### config.mk
export PLATFORM = sky130hd
export DESIGN_NAME = icache_refill
export DESIGN_NICKNAME = d
export VERILOG_FILES = /design/src/icache_pkg.sv /design/src/icache_refill.sv
export SDC_FILE = /design/constraint.sdc
export NUM_CORES = 1
export LEC_CHECK = 0
export BUFFER_PORTS_ARGS = -buffer_cell sky130_fd_sc_hd__clkbuf_2
export CORE_AREA = 2 2 75 77
export CTS_BUF_LIST = sky130_fd_sc_hd__clkbuf_8
export DETAILED_ROUTE_END_ITERATION = 10
export DIE_AREA = 0 0 77 79
export PLACE_DENSITY = 0.85
export SYNTH_ARGS = -nofsm -noshare
export SYNTH_HDL_FRONTEND = slang
export SYNTH_SLANG_ARGS = --single-unit
### constraint.sdc
create_clock -name clk_i -period 3.4 [get_ports clk_i]
set_clock_uncertainty 0.1 [all_clocks]
set_input_delay 0.17 -clock clk_i [delete_from_list [all_inputs] [get_ports clk_i]]
set_output_delay 0.17 -clock clk_i [all_outputs]
set_load 0.01 [all_outputs]
### src/icache_pkg.sv
// cache geometry constants, vector typedefs and refill state encoding
package icache_pkg;

  // 4-way set associative, four instruction words per line
  localparam int num_ways    = 4;
  localparam int block_words = 4;

  // byte offset bits within one line, word select included
  localparam int offset_bits = 4;

  // byte address, fetch address is physical
  typedef logic [31:0] addr_t;

  // one instruction word
  typedef logic [31:0] instr_t;

  // way number and one-bit-per-way mask
  typedef logic [1:0] way_t;
  typedef logic [3:0] way_mask_t;

  // word within a line, address bits 3 to 2
  typedef logic [1:0] word_sel_t;

  // pseudo-LRU tree bits of one set
  // bit 0 picks the half, bit 1 picks within ways 0/1, bit 2 within ways 2/3
  typedef logic [2:0] plru_t;

  // refill engine states
  typedef enum logic [1:0] {
    idle,
    fetch,
    done
  } refill_state_e;

endpackage

### src/icache_refill.sv
// refill engine: Wishbone classic read master that fetches a line into the arrays
`timescale 1ns/100ps

module icache_refill #(
  parameter  int sets_p  = 16,
  localparam int index_w = $clog2(sets_p),
  localparam int tag_w   = $bits(icache_pkg::addr_t) - icache_pkg::offset_bits - index_w
) (
  input  logic               clk_i,
  input  logic               reset_i,
  input  logic               miss_i,
  input  icache_pkg::addr_t  miss_addr_i,
  input  icache_pkg::way_t   victim_i,
  output logic               wb_cyc_o,
  output logic               wb_stb_o,
  output icache_pkg::addr_t  wb_adr_o,
  input  icache_pkg::instr_t wb_dat_i,
  input  logic               wb_ack_i,
  output logic               data_wr_en_o,
  output logic               tag_wr_en_o,
  output icache_pkg::way_t   wr_way_o,
  output icache_pkg::addr_t  wr_addr_o,
  output icache_pkg::instr_t wr_data_o,
  output logic               fill_done_o
);

  icache_pkg::refill_state_e state_r;
  icache_pkg::word_sel_t     word_r;
  icache_pkg::way_t          way_r;
  logic [tag_w-1:0]          tag_r;
  logic [index_w-1:0]        index_r;
  logic                      word_ack;
  logic                      last_ack;

  // one bus cycle per line with the strobe held up until each ack
  assign wb_cyc_o = (state_r == icache_pkg::fetch);
  assign wb_stb_o = wb_cyc_o;
  assign wb_adr_o = {tag_r, index_r, word_r, 2'b00};

  assign word_ack = wb_stb_o & wb_ack_i;
  assign last_ack = word_ack &&
                    (word_r == icache_pkg::word_sel_t'(icache_pkg::block_words - 1));

  // each acked word goes straight into the data array
  assign data_wr_en_o = word_ack;
  assign wr_addr_o    = wb_adr_o;
  assign wr_data_o    = wb_dat_i;
  assign wr_way_o     = way_r;

  // tag and valid go in with the last word so the line is never half visible
  assign tag_wr_en_o = last_ack;
  assign fill_done_o = (state_r == icache_pkg::done);

  always_ff @(posedge clk_i) begin
    if (reset_i) begin
      state_r <= icache_pkg::idle;
      word_r  <= '0;
    end else begin
      case (state_r)
        icache_pkg::idle: begin
          if (miss_i) begin
            word_r  <= '0;
            state_r <= icache_pkg::fetch;
          end
        end
        icache_pkg::fetch: begin
          if (word_ack) begin
            word_r <= word_r + 1'b1;
          end
          if (last_ack) begin
            state_r <= icache_pkg::done;
          end
        end
        icache_pkg::done: begin
          state_r <= icache_pkg::idle;
        end
        default: begin
          state_r <= icache_pkg::idle;
        end
      endcase
    end
  end

  // line address and victim captured once per miss
  always_ff @(posedge clk_i) begin
    if (state_r == icache_pkg::idle && miss_i) begin
      tag_r   <= miss_addr_i[icache_pkg::offset_bits + index_w +: tag_w];
      index_r <= miss_addr_i[icache_pkg::offset_bits +: index_w];
      way_r   <= victim_i;
    end
  end

  // the slave may only ack a strobe of this master
  a_ack_in_strobe: assert property (@(posedge clk_i) disable iff (reset_i)
    wb_ack_i |-> (wb_stb_o && wb_cyc_o))
    else $error("Wishbone ack outside a strobe");

endmodule

# Word level (Yosys, flattened, before mapping)
# Index checks and enable logic that the tools add are counted.
# classes
bitwise,1
mux,6
add_sub_neg,1
n_reduce_logical,6
eq_ne,6
# op_table
operator,count
$mux 2,4
$pmux 2 s2,2
$eq 2x2->1 const B,2
$ne 2x1->1 const B,2
$reduce_and 3->1,1
$add 2x1->2 const B,1
$eq 2x1->1 const B,1
$logic_and 1x1->1,2
$logic_not 2->1,1
$ne 2x2->1 const B,1
$reduce_and 2->1,1
$reduce_bool 2->1,1
$and 1x1->1,1
# word_totals
out_inout_bits,103
inputBits,70
ff_bits,34

# Logic depth before layout (Yosys ltp)
# Gate-level depths: netlist (run 1).
# depth
depth_word,5
ltp_mapped,4
ltp_nobuf,4

# Worst setup path before layout (run 1)
# No wires, ideal clock.
# synth_path
kind,register -> register
from,reg state_r[1]
to,reg index_r[0] (enable)
t_arrival_ps,2663
path_slack_ps,174
path_stages_with_launch,2
cell_sequence,dfxtp_1 -> nor3b_1
# synth_via
elab_chain_cells,2
# synth_lines
item,line,text
from (decl),icache_refill.sv:27,icache_pkg::refill_state_e state_r;
from (signal assigned),icache_refill.sv:56,state_r <= icache_pkg::idle;
from (signal assigned),icache_refill.sv:63,state_r <= icache_pkg::fetch;
from (signal assigned),icache_refill.sv:71,state_r <= icache_pkg::done;
$logic_not 2->1,icache_refill.sv:86,if (state_r == icache_pkg::idle && miss_i) begin
$logic_and 1x1->1,icache_refill.sv:86,
to (signal assigned),icache_refill.sv:88,index_r <= miss_addr_i[icache_pkg::offset_bits +: index_w];
to (decl),icache_refill.sv:31,logic [index_w-1:0] index_r;
# No other way between the ends.
# A chain may end at the register's enable or synchronous reset.

# Worst setup path after layout (run 1)
# layout_path
from,reg state_r[0]
to,out tag_wr_en_o
# layout_via
elab_chain_cells,3
# layout_lines
item,line,text
$eq 2x1->1,icache_refill.sv:36,assign wb_cyc_o = (state_r == icache_pkg::fetch);
$and 1x1->1,icache_refill.sv:40,assign word_ack = wb_stb_o & wb_ack_i;
$logic_and 1x1->1,icache_refill.sv:41,assign last_ack = word_ack &&
to (decl),icache_refill.sv:20,"output logic tag_wr_en_o,"
# No other way between the ends.

==> results of run 1 <==
-- where the power goes --
part	internal (mW)	total (mW)	switching [mW]
combinational	0.0703	0.135	0.0650
sequential	0.484	0.497	0.0127
clock	0.182	0.315	0.133
total	0.736	0.947	0.211
-- worst paths after layout --
kind | start | endpoint | slack, ns | depth (start not counted)
worst max-delay path | state_r[0]$_SDFFE_PP0P_ | tag_wr_en_o | 1.86 | 3
worst min-delay path | miss_i | word_r[0]$_SDFFE_PP0P_ | 0.12 | 4
worst max register to register | state_r[0]$_SDFFE_PP0P_ | tag_r[7]$_DFFE_PP_ | 1.97 | 2
worst min register to register | word_r[0]$_SDFFE_PP0P_ | word_r[0]$_SDFFE_PP0P_ | 0.42 | 2
-- kinds of logic (layout without fill, tap and decap cells) --
family / Yosys count / count (layout) / share of synthesized area
AO/OA/AOI/OAI: 5 / 5 / 0.0177
flip-flops: 34 / 34 / 0.603
other: 1 / 5 / 0.00230
buffers and inverters: 67 / 140 / 0.309
adder cells (fa/ha/maj): 1 / 1 / 0.00769
AND/OR/NAND/NOR: 14 / 14 / 0.0607
-- layout make-up --
class | count | area share
well taps | 72 | 0.0419
clock buffers | 7 | 0.0448
multi-input cells | 24 | 0.0744
repair buffers | 132 | 0.380
diodes | 1 | 0.00116
flip-flops and latches | 34 | 0.456
clock inverters | 1 | 0.00174
-- timing repair --
| action | CTS | global route |
|---|---|---|
| endpoints found under the hold margin | 33 | 0 |
| hold buffers | 31 | 0 |
| resized for setup | 0 | 0 |
-- sequential cells by signal (all words and copies together) (netlist names) --
register,cells
index_r,4
state_r,2
tag_r,24
wr_way_o,2
word_r,2
-- cells in the mapped netlist, drive strengths merged --
cell type,count,area (um^2)
nand2,3,11.3
a21oi,2,10.0
nor2b,2,20.0
and3,1,11.3
nor2,1,3.75
conb,1,3.75
nand4b,1,8.76
ha,1,12.5
nand3b,1,7.51
and2b,2,15.0
o21bai,1,7.51
o21ai,1,5.00
and2,1,6.26
buf,67,503
dfxtp,4,80.1
edfxtp,30,901
nor3b,2,15.0
a31oi,1,6.26
-- per-stage QoR --
stage	instances	utilization	hold slack (ns)
finish	271	0.403	0.117
global route	271	0.403	0.149
CTS	270	0.403	0.101
detailed placement	231	0.326	0.240
global placement	231	0.326	0.240
floorplan	125	-	0.139
-- critical path, cell delays in order (launching register included) --
cell      delay [ns]
dfxtp_1         0.45
nor2b_4         0.23
and3_4          0.19
clkbuf_2        0.12
-- metal layers --
layer / vias to the layer above / share of wire / global-route usage
met5: - / 0 / 0
met4: 0 / 0.026 / 0.0518
met3: 11 / 0.096 / 0.0443
met2: 65 / 0.52 / 0.170
met1: 490 / 0.36 / 0.0850
li1: 489 / - / -
-- layout by cell type, fill, tap and decap left out, types with 2 or more instances in the layout --
master,Yosys,routed
and2b_1,2,2
dlygate4sd3_1,0,31
conb_1,1,4
dfxtp_1,4,4
edfxtp_1,30,30
clkbuf_8,0,7
clkbuf_2,0,100
a21oi_1,2,2
nand2_1,3,3
==> run metrics, run 1 <==
CP required=3.13 ns; layout cells sized above 1=0.561; via count=around 1,100; io pins=173; Reg clk slew, reported paths=0.06 ns; outcome=finished clean; worst slack at placement=1.95 ns; Die X=roughly 77 um; Critical Path Sink Type=output pin; Seq cells post-synth=34; crit-path max FO=7; Tcrit/Tclk final=0.452; Leak=between 0.9 and 1 nW; Final WS setup=1.86 ns; Worst-Skew Late Latency=0.27 ns; Fin Setup TNS=0 ns; Area growth, synth to finish=32.2%; Fill cells=517; Mapped Area=1630 um^2; CTS tree=yes; Setup Buffers After CTS=0; DR iter-0 viols=7; total grt overflow=0; I/O Buffers=100; crit path DAT=1.27 ns; final slew viol count=0; post-layout min period=1.54 ns; vias per cell=3.89; gr usage total=0.0932; WL final=2980 um; number of distinct library cells after synthesis=19; nets=268; synthesized netlist cell count=122; global-route wire length before repair=4310 um; critical path startpoint category=flop; CTS Buffer Depth=2; H-tree depth=2; FMAX=0.651 GHz; Die ar.=roughly 6100 um^2; largest net degree at the start of global routing=31; DRC=0; Crit Path Class=flop to output pin; number of global-route vias before repair=980; DR WL/cell=11.0 um; final setup fails=0; Final Cell Area=approximately 2200 um^2; Cell Rows=27; Min-Delay Path Class=input port to flop; maximum VDD drop=0.000158 V; CTS Root Cell=clkbuf_8; post-synthesis sequential area ratio=0.603; Max-Cap Viols=0; Yosys Warn Count=0; core area=between 5000 and 6000 um^2; area taken by multi-input logic gates=~160 um^2; Tot Pwr=approximately 0.95 mW; sequential cell area=between 900 and 1000 um^2; CTS Sinks=34; Power Density=440 nW/um^2; Post-DP Area=roughly 1700 um^2; Pre-Repair DR Iteration Count=2; Initial Utilization=0.305; initial antenna violation count=1; Avg Cell Area, Syn=13.3 um^2; antenna viol nets, final=0; GPL Wtd Cong=0.654; Die H=79 um; unrepaired setup endpoints after global routing=false; CTS buffer count=5; Hold Fails Final Rpt=0
(Power assumes the default switching activity.)
==> inputs of run 2 (changes only) <==
==> constraint.sdc (replaced) <==
create_clock -name clk_i -period 1.3 [get_ports clk_i]
set_clock_uncertainty 0.1 [all_clocks]
set_input_delay 0.065 -clock clk_i [delete_from_list [all_inputs] [get_ports clk_i]]
set_output_delay 0.065 -clock clk_i [all_outputs]
set_load 0.01 [all_outputs]
==> run 2 against run 1 <==
  * Critical endpoint is now tag_r[20]$_DFFE_PP_
  * First-iteration DRC count unchanged
  * Global-route usage rose by 1.3 points
  * Worst setup slack worse by 1.9 ns
  * Critical path depth rose by 1
  * The flow now finishes with violations (setup timing)
  * Die area did not move
  * Clock power up 150%
  * Largest cell class unchanged
  * Register-to-register slack worse by 2.0 ns
  * Combinational power increased to 3.1 times the previous value
  * Sequential cell count stayed put
==> run metrics, run 2 (same netlist as run 1, synthesis figures left out) <==
Hold Fails Final Rpt=0 (unchanged); DR iter-0 viols=7 (unchanged); crit-path cells=buf_4, nor3b_4, buf_6, clkbuf_16; area taken by multi-input logic gates=166 um^2 (+3.9%); largest net degree at the start of global routing=16 (-48%); via count=1,080 (+2.4%); Initial Utilization=0.305 (unchanged); Min Hold Slack=0.0216 ns (-0.0957 ns); CTS Sinks=34 (unchanged); nets=278 (+3.7%); crit-path max FO=7 (unchanged); commonest non-fill, non-tap cells in the layout=clkbuf_2, dlygate4sd3_1, edfxtp_1; WL final=3210 um (+7.8%); io pins=173 (unchanged); Min-Delay Path Class=input port to flop; most common cell after layout, fill and taps aside=clkbuf_2; I/O Buffers=100 (unchanged); vias per cell=3.86 (-0.92%); Critical Path Sink Type=flop; outcome=finished with violations; placed wire-length estimate=about 2400 um; Final WS setup=-0.0499 ns (-1.91 ns); maximum VDD drop=0.000343 V (+120%); final slew viol count=0 (unchanged); Hold Startpoint=wb_ack_i; DRC=0 (unchanged); post-layout min period=1.35 ns; Power Density=1090 nW/um^2 (+150%); Leak=1.07 nW (+7.4%); slowest stage cell, crit path=dfxtp_2; max reg flops=24 (unchanged); Die X=77 um (unchanged); unrepaired setup endpoints after global routing=true; CP top delay family=buffers and inverters; sequential cell area=986 um^2 (+0.51%); Die ar.=6080 um^2 (unchanged); CTS Root Cell=clkbuf_8; crit path DAT=1.25 ns (-0.02 ns); Pre-Repair DR Iteration Count=2 (unchanged); Die H=79 um (unchanged); final setup fails=17 (+17); CTS Buffer Depth=2 (unchanged); Fill cells=520 (+0.58%); total grt overflow=0 (unchanged); worst r2r dst=tag_r[20]$_DFFE_PP_; initial antenna violation count=0 (-1); Fin Setup TNS=-0.672 ns (-0.672 ns); Bufs and invs on worst path=3 (+2); FMAX=0.741 GHz; Worst-Skew Late Latency=0.28 ns (about the same); Reg clk slew, reported paths=0.07 ns (about the same); H-tree depth=2 (unchanged); Max-Cap Viols=0 (unchanged); critical path startpoint category=flop; Layout Utilization=0.429 (+0.0256); CTS tree=yes; DR WL/cell=11.5 um (+4.3%); antenna cells=0 (-1); Tcrit/Tclk final=1.04; number of global-route vias before repair=1,083 (+11%); failing checks=setup timing; CTS buffer count=5 (unchanged); WHS Path Cells=3 (-1); Area growth, synth to finish=40.6%; Hold EP=word_r[1]$_SDFFE_PP0P_; layout cells sized above 1=0.601 (+0.0404); Reg2Reg Setup Slack=-0.05 ns (-2.02 ns); R2R cell count=4 (+2); antenna viol nets, final=0 (unchanged); Worst path max stage delay=0.33 ns (-0.12 ns); CP required=1.20 ns (-1.93 ns); global-route wire length before repair=4950 um (+15%); Crit Path Class=flop to flop; Cell Rows=27 (unchanged); core area=5340 um^2 (unchanged); largest register by flop count=tag_r; RR Startpoint=state_r[0]$_SDFFE_PP0P_; biggest regs=tag_r (24), index_r (4); gr usage total=0.107 (+0.0134); GPL Wtd Cong=0.653 (-0.20%)
==> run 2: worst register-to-register path, cell delays in order (launching register included) <==
cell and delay [ns]:
dfxtp_2 0.33, buf_4 0.13, nor3b_4 0.21, buf_6 0.16, clkbuf_16 0.14
==> run 2: worst max path at each step <==
stage,end,cells past startpoint,from,slack [ns]
after floorplan,index_r[0]$_DFFE_PP_,1,state_r[1]$_SDFFE_PP0P_,-0.42
after global placement,tag_r[3]$_DFFE_PP_,2,state_r[1]$_SDFFE_PP0P_,0.10
after detailed placement,tag_r[20]$_DFFE_PP_,2,state_r[1]$_SDFFE_PP0P_,0.08
after CTS,index_r[0]$_DFFE_PP_,4,state_r[0]$_SDFFE_PP0P_,-0.05
final,tag_r[20]$_DFFE_PP_,4,state_r[0]$_SDFFE_PP0P_,-0.05
after global routing,tag_r[20]$_DFFE_PP_,4,state_r[0]$_SDFFE_PP0P_,-0.08
==> run 2: report_power, final <==
| group | internal, mW | switching (mW) |
|---|---|---|
| clock | 0.419 | 0.354 |
| combinational | 0.231 | 0.186 |
| sequential | 1.27 | 0.0298 |
==> run 2: routing by layer <==
| layer | GRT usage | part of all wire | vias up |
|---|---|---|---|
| met5 | 0 | 0 | - |
| met4 | 0.0518 | 0.027 | 0 |
| met3 | 0.0602 | 0.12 | 9 |
| met2 | 0.180 | 0.50 | 87 |
| met1 | 0.106 | 0.36 | 477 |
| li1 | - | - | 507 |
==> run 2: stage by stage <==
stage | setup WS [ns] | cell area (um^2) | cells | power, mW
finish | -0.0499 | 2290 | 280 | 2.49
global route | -0.0781 | 2290 | 280 | 2.61
CTS | -0.0469 | 2270 | 280 | 2.52
detailed placement | 0.0826 | 1780 | 234 | 1.63
global placement | 0.101 | 1780 | 234 | 1.62
floorplan | -0.422 | 1650 | 125 | 1.62
==> run 2: layout make-up <==
class                   instances  share of cell area
clock inverters                 2             0.00383
multi-input cells              24              0.0727
flip-flops and latches         34               0.431
repair buffers                142               0.417
well taps                      72              0.0394
clock buffers                   6              0.0361
==> run 2: repair_timing <==
| action | in CTS | in global routing |
|---|---|---|
| gates resized for setup | 6 | 8 |
| hold endpoints to repair | 33 | 0 |
| endpoints found under the setup margin | 5 | 33 |
| hold buffers | 31 | 0 |
| cloned | 1 | 1 |
| setup buffers | 6 | 0 |
| pin swaps | 2 | 3 |
==> inputs of run 3 (changes only) <==
--- a/config.mk
+++ b/config.mk
@@ -10,7 +10,9 @@
 export CTS_BUF_LIST = sky130_fd_sc_hd__clkbuf_8
 export DETAILED_ROUTE_END_ITERATION = 10
 export DIE_AREA = 0 0 77 79
+export GPL_TIMING_DRIVEN = 0
 export PLACE_DENSITY = 0.85
+export RECOVER_POWER = 100
 export SYNTH_ARGS = -nofsm -noshare
 export SYNTH_HDL_FRONTEND = slang
 export SYNTH_SLANG_ARGS = --single-unit
==> run 3 against run 2 <==
  * The flow now finishes without violations
  * Clock power grew 45%
  * Critical path depth is 1 lower
  * Sequential cell count is the same
  * Critical endpoint is now tag_wr_en_o
  * Largest cell class is now buffers
==> run metrics, run 3 (same netlist as run 1, synthesis figures left out) <==
vias per cell=3.83 (-0.81%); Die ar.=6080 um^2 (unchanged); Cell Rows=27 (unchanged); Final Non-Filler Cells=379 (+35%); crit-path cells=nor2b_4, and3_4, buf_6; critical path startpoint category=flop; Pre-Repair DR Iteration Count=4 (+2); global-route wire length before repair=6270 um (+27%); Levels on crit path=3 (-1); Area growth, synth to finish=75.4%; Bufs and invs on worst path=1 (-2); number of global-route vias before repair=1,374 (+27%); DR WL/cell=11.6 um (+1.5%); largest register by flop count=tag_r; gr usage total=0.131 (+0.0249); outcome=finished clean; antenna viol nets, final=0 (unchanged); worst slack at placement=-0.509 ns (-0.592 ns); Power Density=1060 nW/um^2 (-2.6%); CTS tree=yes; Clk network pwr share=0.372 (+0.061); DR iter-0 viols=23 (+16); Net Sw Frac=0.218 (-0.0110); Fin Setup TNS=0 ns (+0.672 ns); commonest non-fill, non-tap cells in the layout=clkbuf_1, buf_4, clkbuf_2; initial antenna violation count=0 (unchanged); Final WS setup=0.0111 ns (+0.0610 ns); final setup fails=0 (-17); DRC=0 (unchanged); Worst-Skew Late Latency=0.28 ns (about the same); Tcrit/Tclk final=0.991 (-0.0469); CTS Sinks=34 (unchanged); CP top delay family=simple AND/OR/NAND/NOR gates; unrepaired setup endpoints after global routing=true; Crit Path Class=flop to output pin; crit-path max FO=5 (-2); Leak=1.26 nW (+18%); WHS Path Cells=3 (unchanged); most common cell after layout, fill and taps aside=clkbuf_1; Critical Path Sink Type=output pin; placed wire-length estimate=3120 um (+32%); WL final=4410 um (+37%); CTS Root Cell=clkbuf_8; nets=377 (+36%); FMAX=0.776 GHz (+4.7%); post-layout min period=1.29 ns (-0.0610 ns); antenna cells=0 (unchanged); CP required=1.13 ns (-0.07 ns); Die X=77 um (unchanged); max reg flops=24 (unchanged); slowest stage cell, crit path=dfxtp_4; layout cells sized above 1=0.443 (-0.158); Worst path max stage delay=0.37 ns (+0.04 ns); via count=1,450 (+34%); Hold Fails Final Rpt=0 (unchanged); GPL Wtd Cong=0.686 (+5.1%); crit path DAT=1.12 ns (-0.13 ns); final slew viol count=0 (unchanged); biggest regs=tag_r (24), index_r (4); Die H=79 um (unchanged); R2R cell count=3 (-1); Gate power share=0.199 (+0.031); Psw=0.659 mW (+16%); H-tree depth=2 (unchanged); maximum VDD drop=0.000454 V (+32%); I/O Buffers=132 (+32%); P_int=2.36 mW (+23%); io pins=173 (unchanged); CTS Buffer Depth=2 (unchanged); Min-Delay Path Class=input port to flop; Placed Cells=330 (+41%); total grt overflow=0 (unchanged); Max-Cap Viols=0 (unchanged); core area=5340 um^2 (unchanged); share of power burned in registers=0.429 (-0.093); Initial Utilization=0.305 (unchanged); Reg clk slew, reported paths=0.07 ns (about the same); largest net degree at the start of global routing=17 (+1); CTS buffer count=5 (unchanged)
## run 3: per-stage QoR
| step | total power, mW | cell area (um^2) | utilization | hold slack, ns |
|---|---|---|---|---|
| CTS | 3.09 | 2930 | 0.550 | 0.0168 |
| global route | 3.16 | 2860 | 0.535 | 0.0408 |
| global placement | 1.83 | 2400 | 0.450 | 0.143 |
| floorplan | 1.62 | 1650 | - | 0.0341 |
| detailed placement | 1.87 | 2430 | 0.455 | 0.144 |
| finish | 3.02 | 2860 | 0.535 | 0.0327 |
## run 3: layout make-up
type | instances | area (um^2)
fill | 496 | 2480
tap | 72 | 90.1
buffer | 67 | 503
sequential | 34 | 993
timing repair buffer | 174 | 967
clock inverter | 3 | 63.8
clock buffer | 5 | 68.8
multi-input combinational | 24 | 169
## run 3: worst reg2reg max path, cell delays in order, from the launching register on
cell     delay (ns)
dfxtp_4        0.36
nor3b_4        0.21
buf_4          0.17
buf_6          0.14
## run 3: power by group through the flow
| stage | Clock, mW | Sequential, mW | Combinational [mW] |
|---|---|---|---|
| after floorplan | 0 | 1.35 | 0.265 |
| after global placement | 0 | 1.33 | 0.508 |
| after detailed placement | 0 | 1.33 | 0.537 |
| after CTS | 1.16 | 1.30 | 0.635 |
| after global routing | 1.21 | 1.30 | 0.649 |
| final | 1.12 | 1.30 | 0.601 |
## run 3: path summary, 6_finish.rpt
| kind | start | endpoint | slack [ns] |
|---|---|---|---|
| worst max-delay path | state_r[0]$_SDFFE_PP0P_ | tag_wr_en_o | 0.01 |
| worst min register to register | word_r[1]$_SDFFE_PP0P_ | word_r[1]$_SDFFE_PP0P_ | 0.52 |
| worst max register to register | state_r[0]$_SDFFE_PP0P_ | index_r[1]$_DFFE_PP_ | 0.03 |
| worst min-delay path | wb_ack_i | word_r[1]$_SDFFE_PP0P_ | 0.03 |
## run 3: timing repair
| action | 4_1_cts | 5_1_grt |
|---|---|---|
| hold buffers | 32 | 0 |
| setup endpoints to repair | 35 | 32 |
| hold endpoints to repair | 33 | 0 |
| gates resized for setup | 7 | 12 |
| setup buffers | 5 | 4 |
| pin swaps | 2 | 1 |
| gates cloned | 0 | 2 |
## run 3: per-layer routing
metal  track usage  up-vias  share of wire
met5             0        -              0
met3        0.0523        6          0.097
li1              -      705              -
met4        0.0393        0          0.010
met2         0.248       85           0.54
met1         0.133      654           0.35
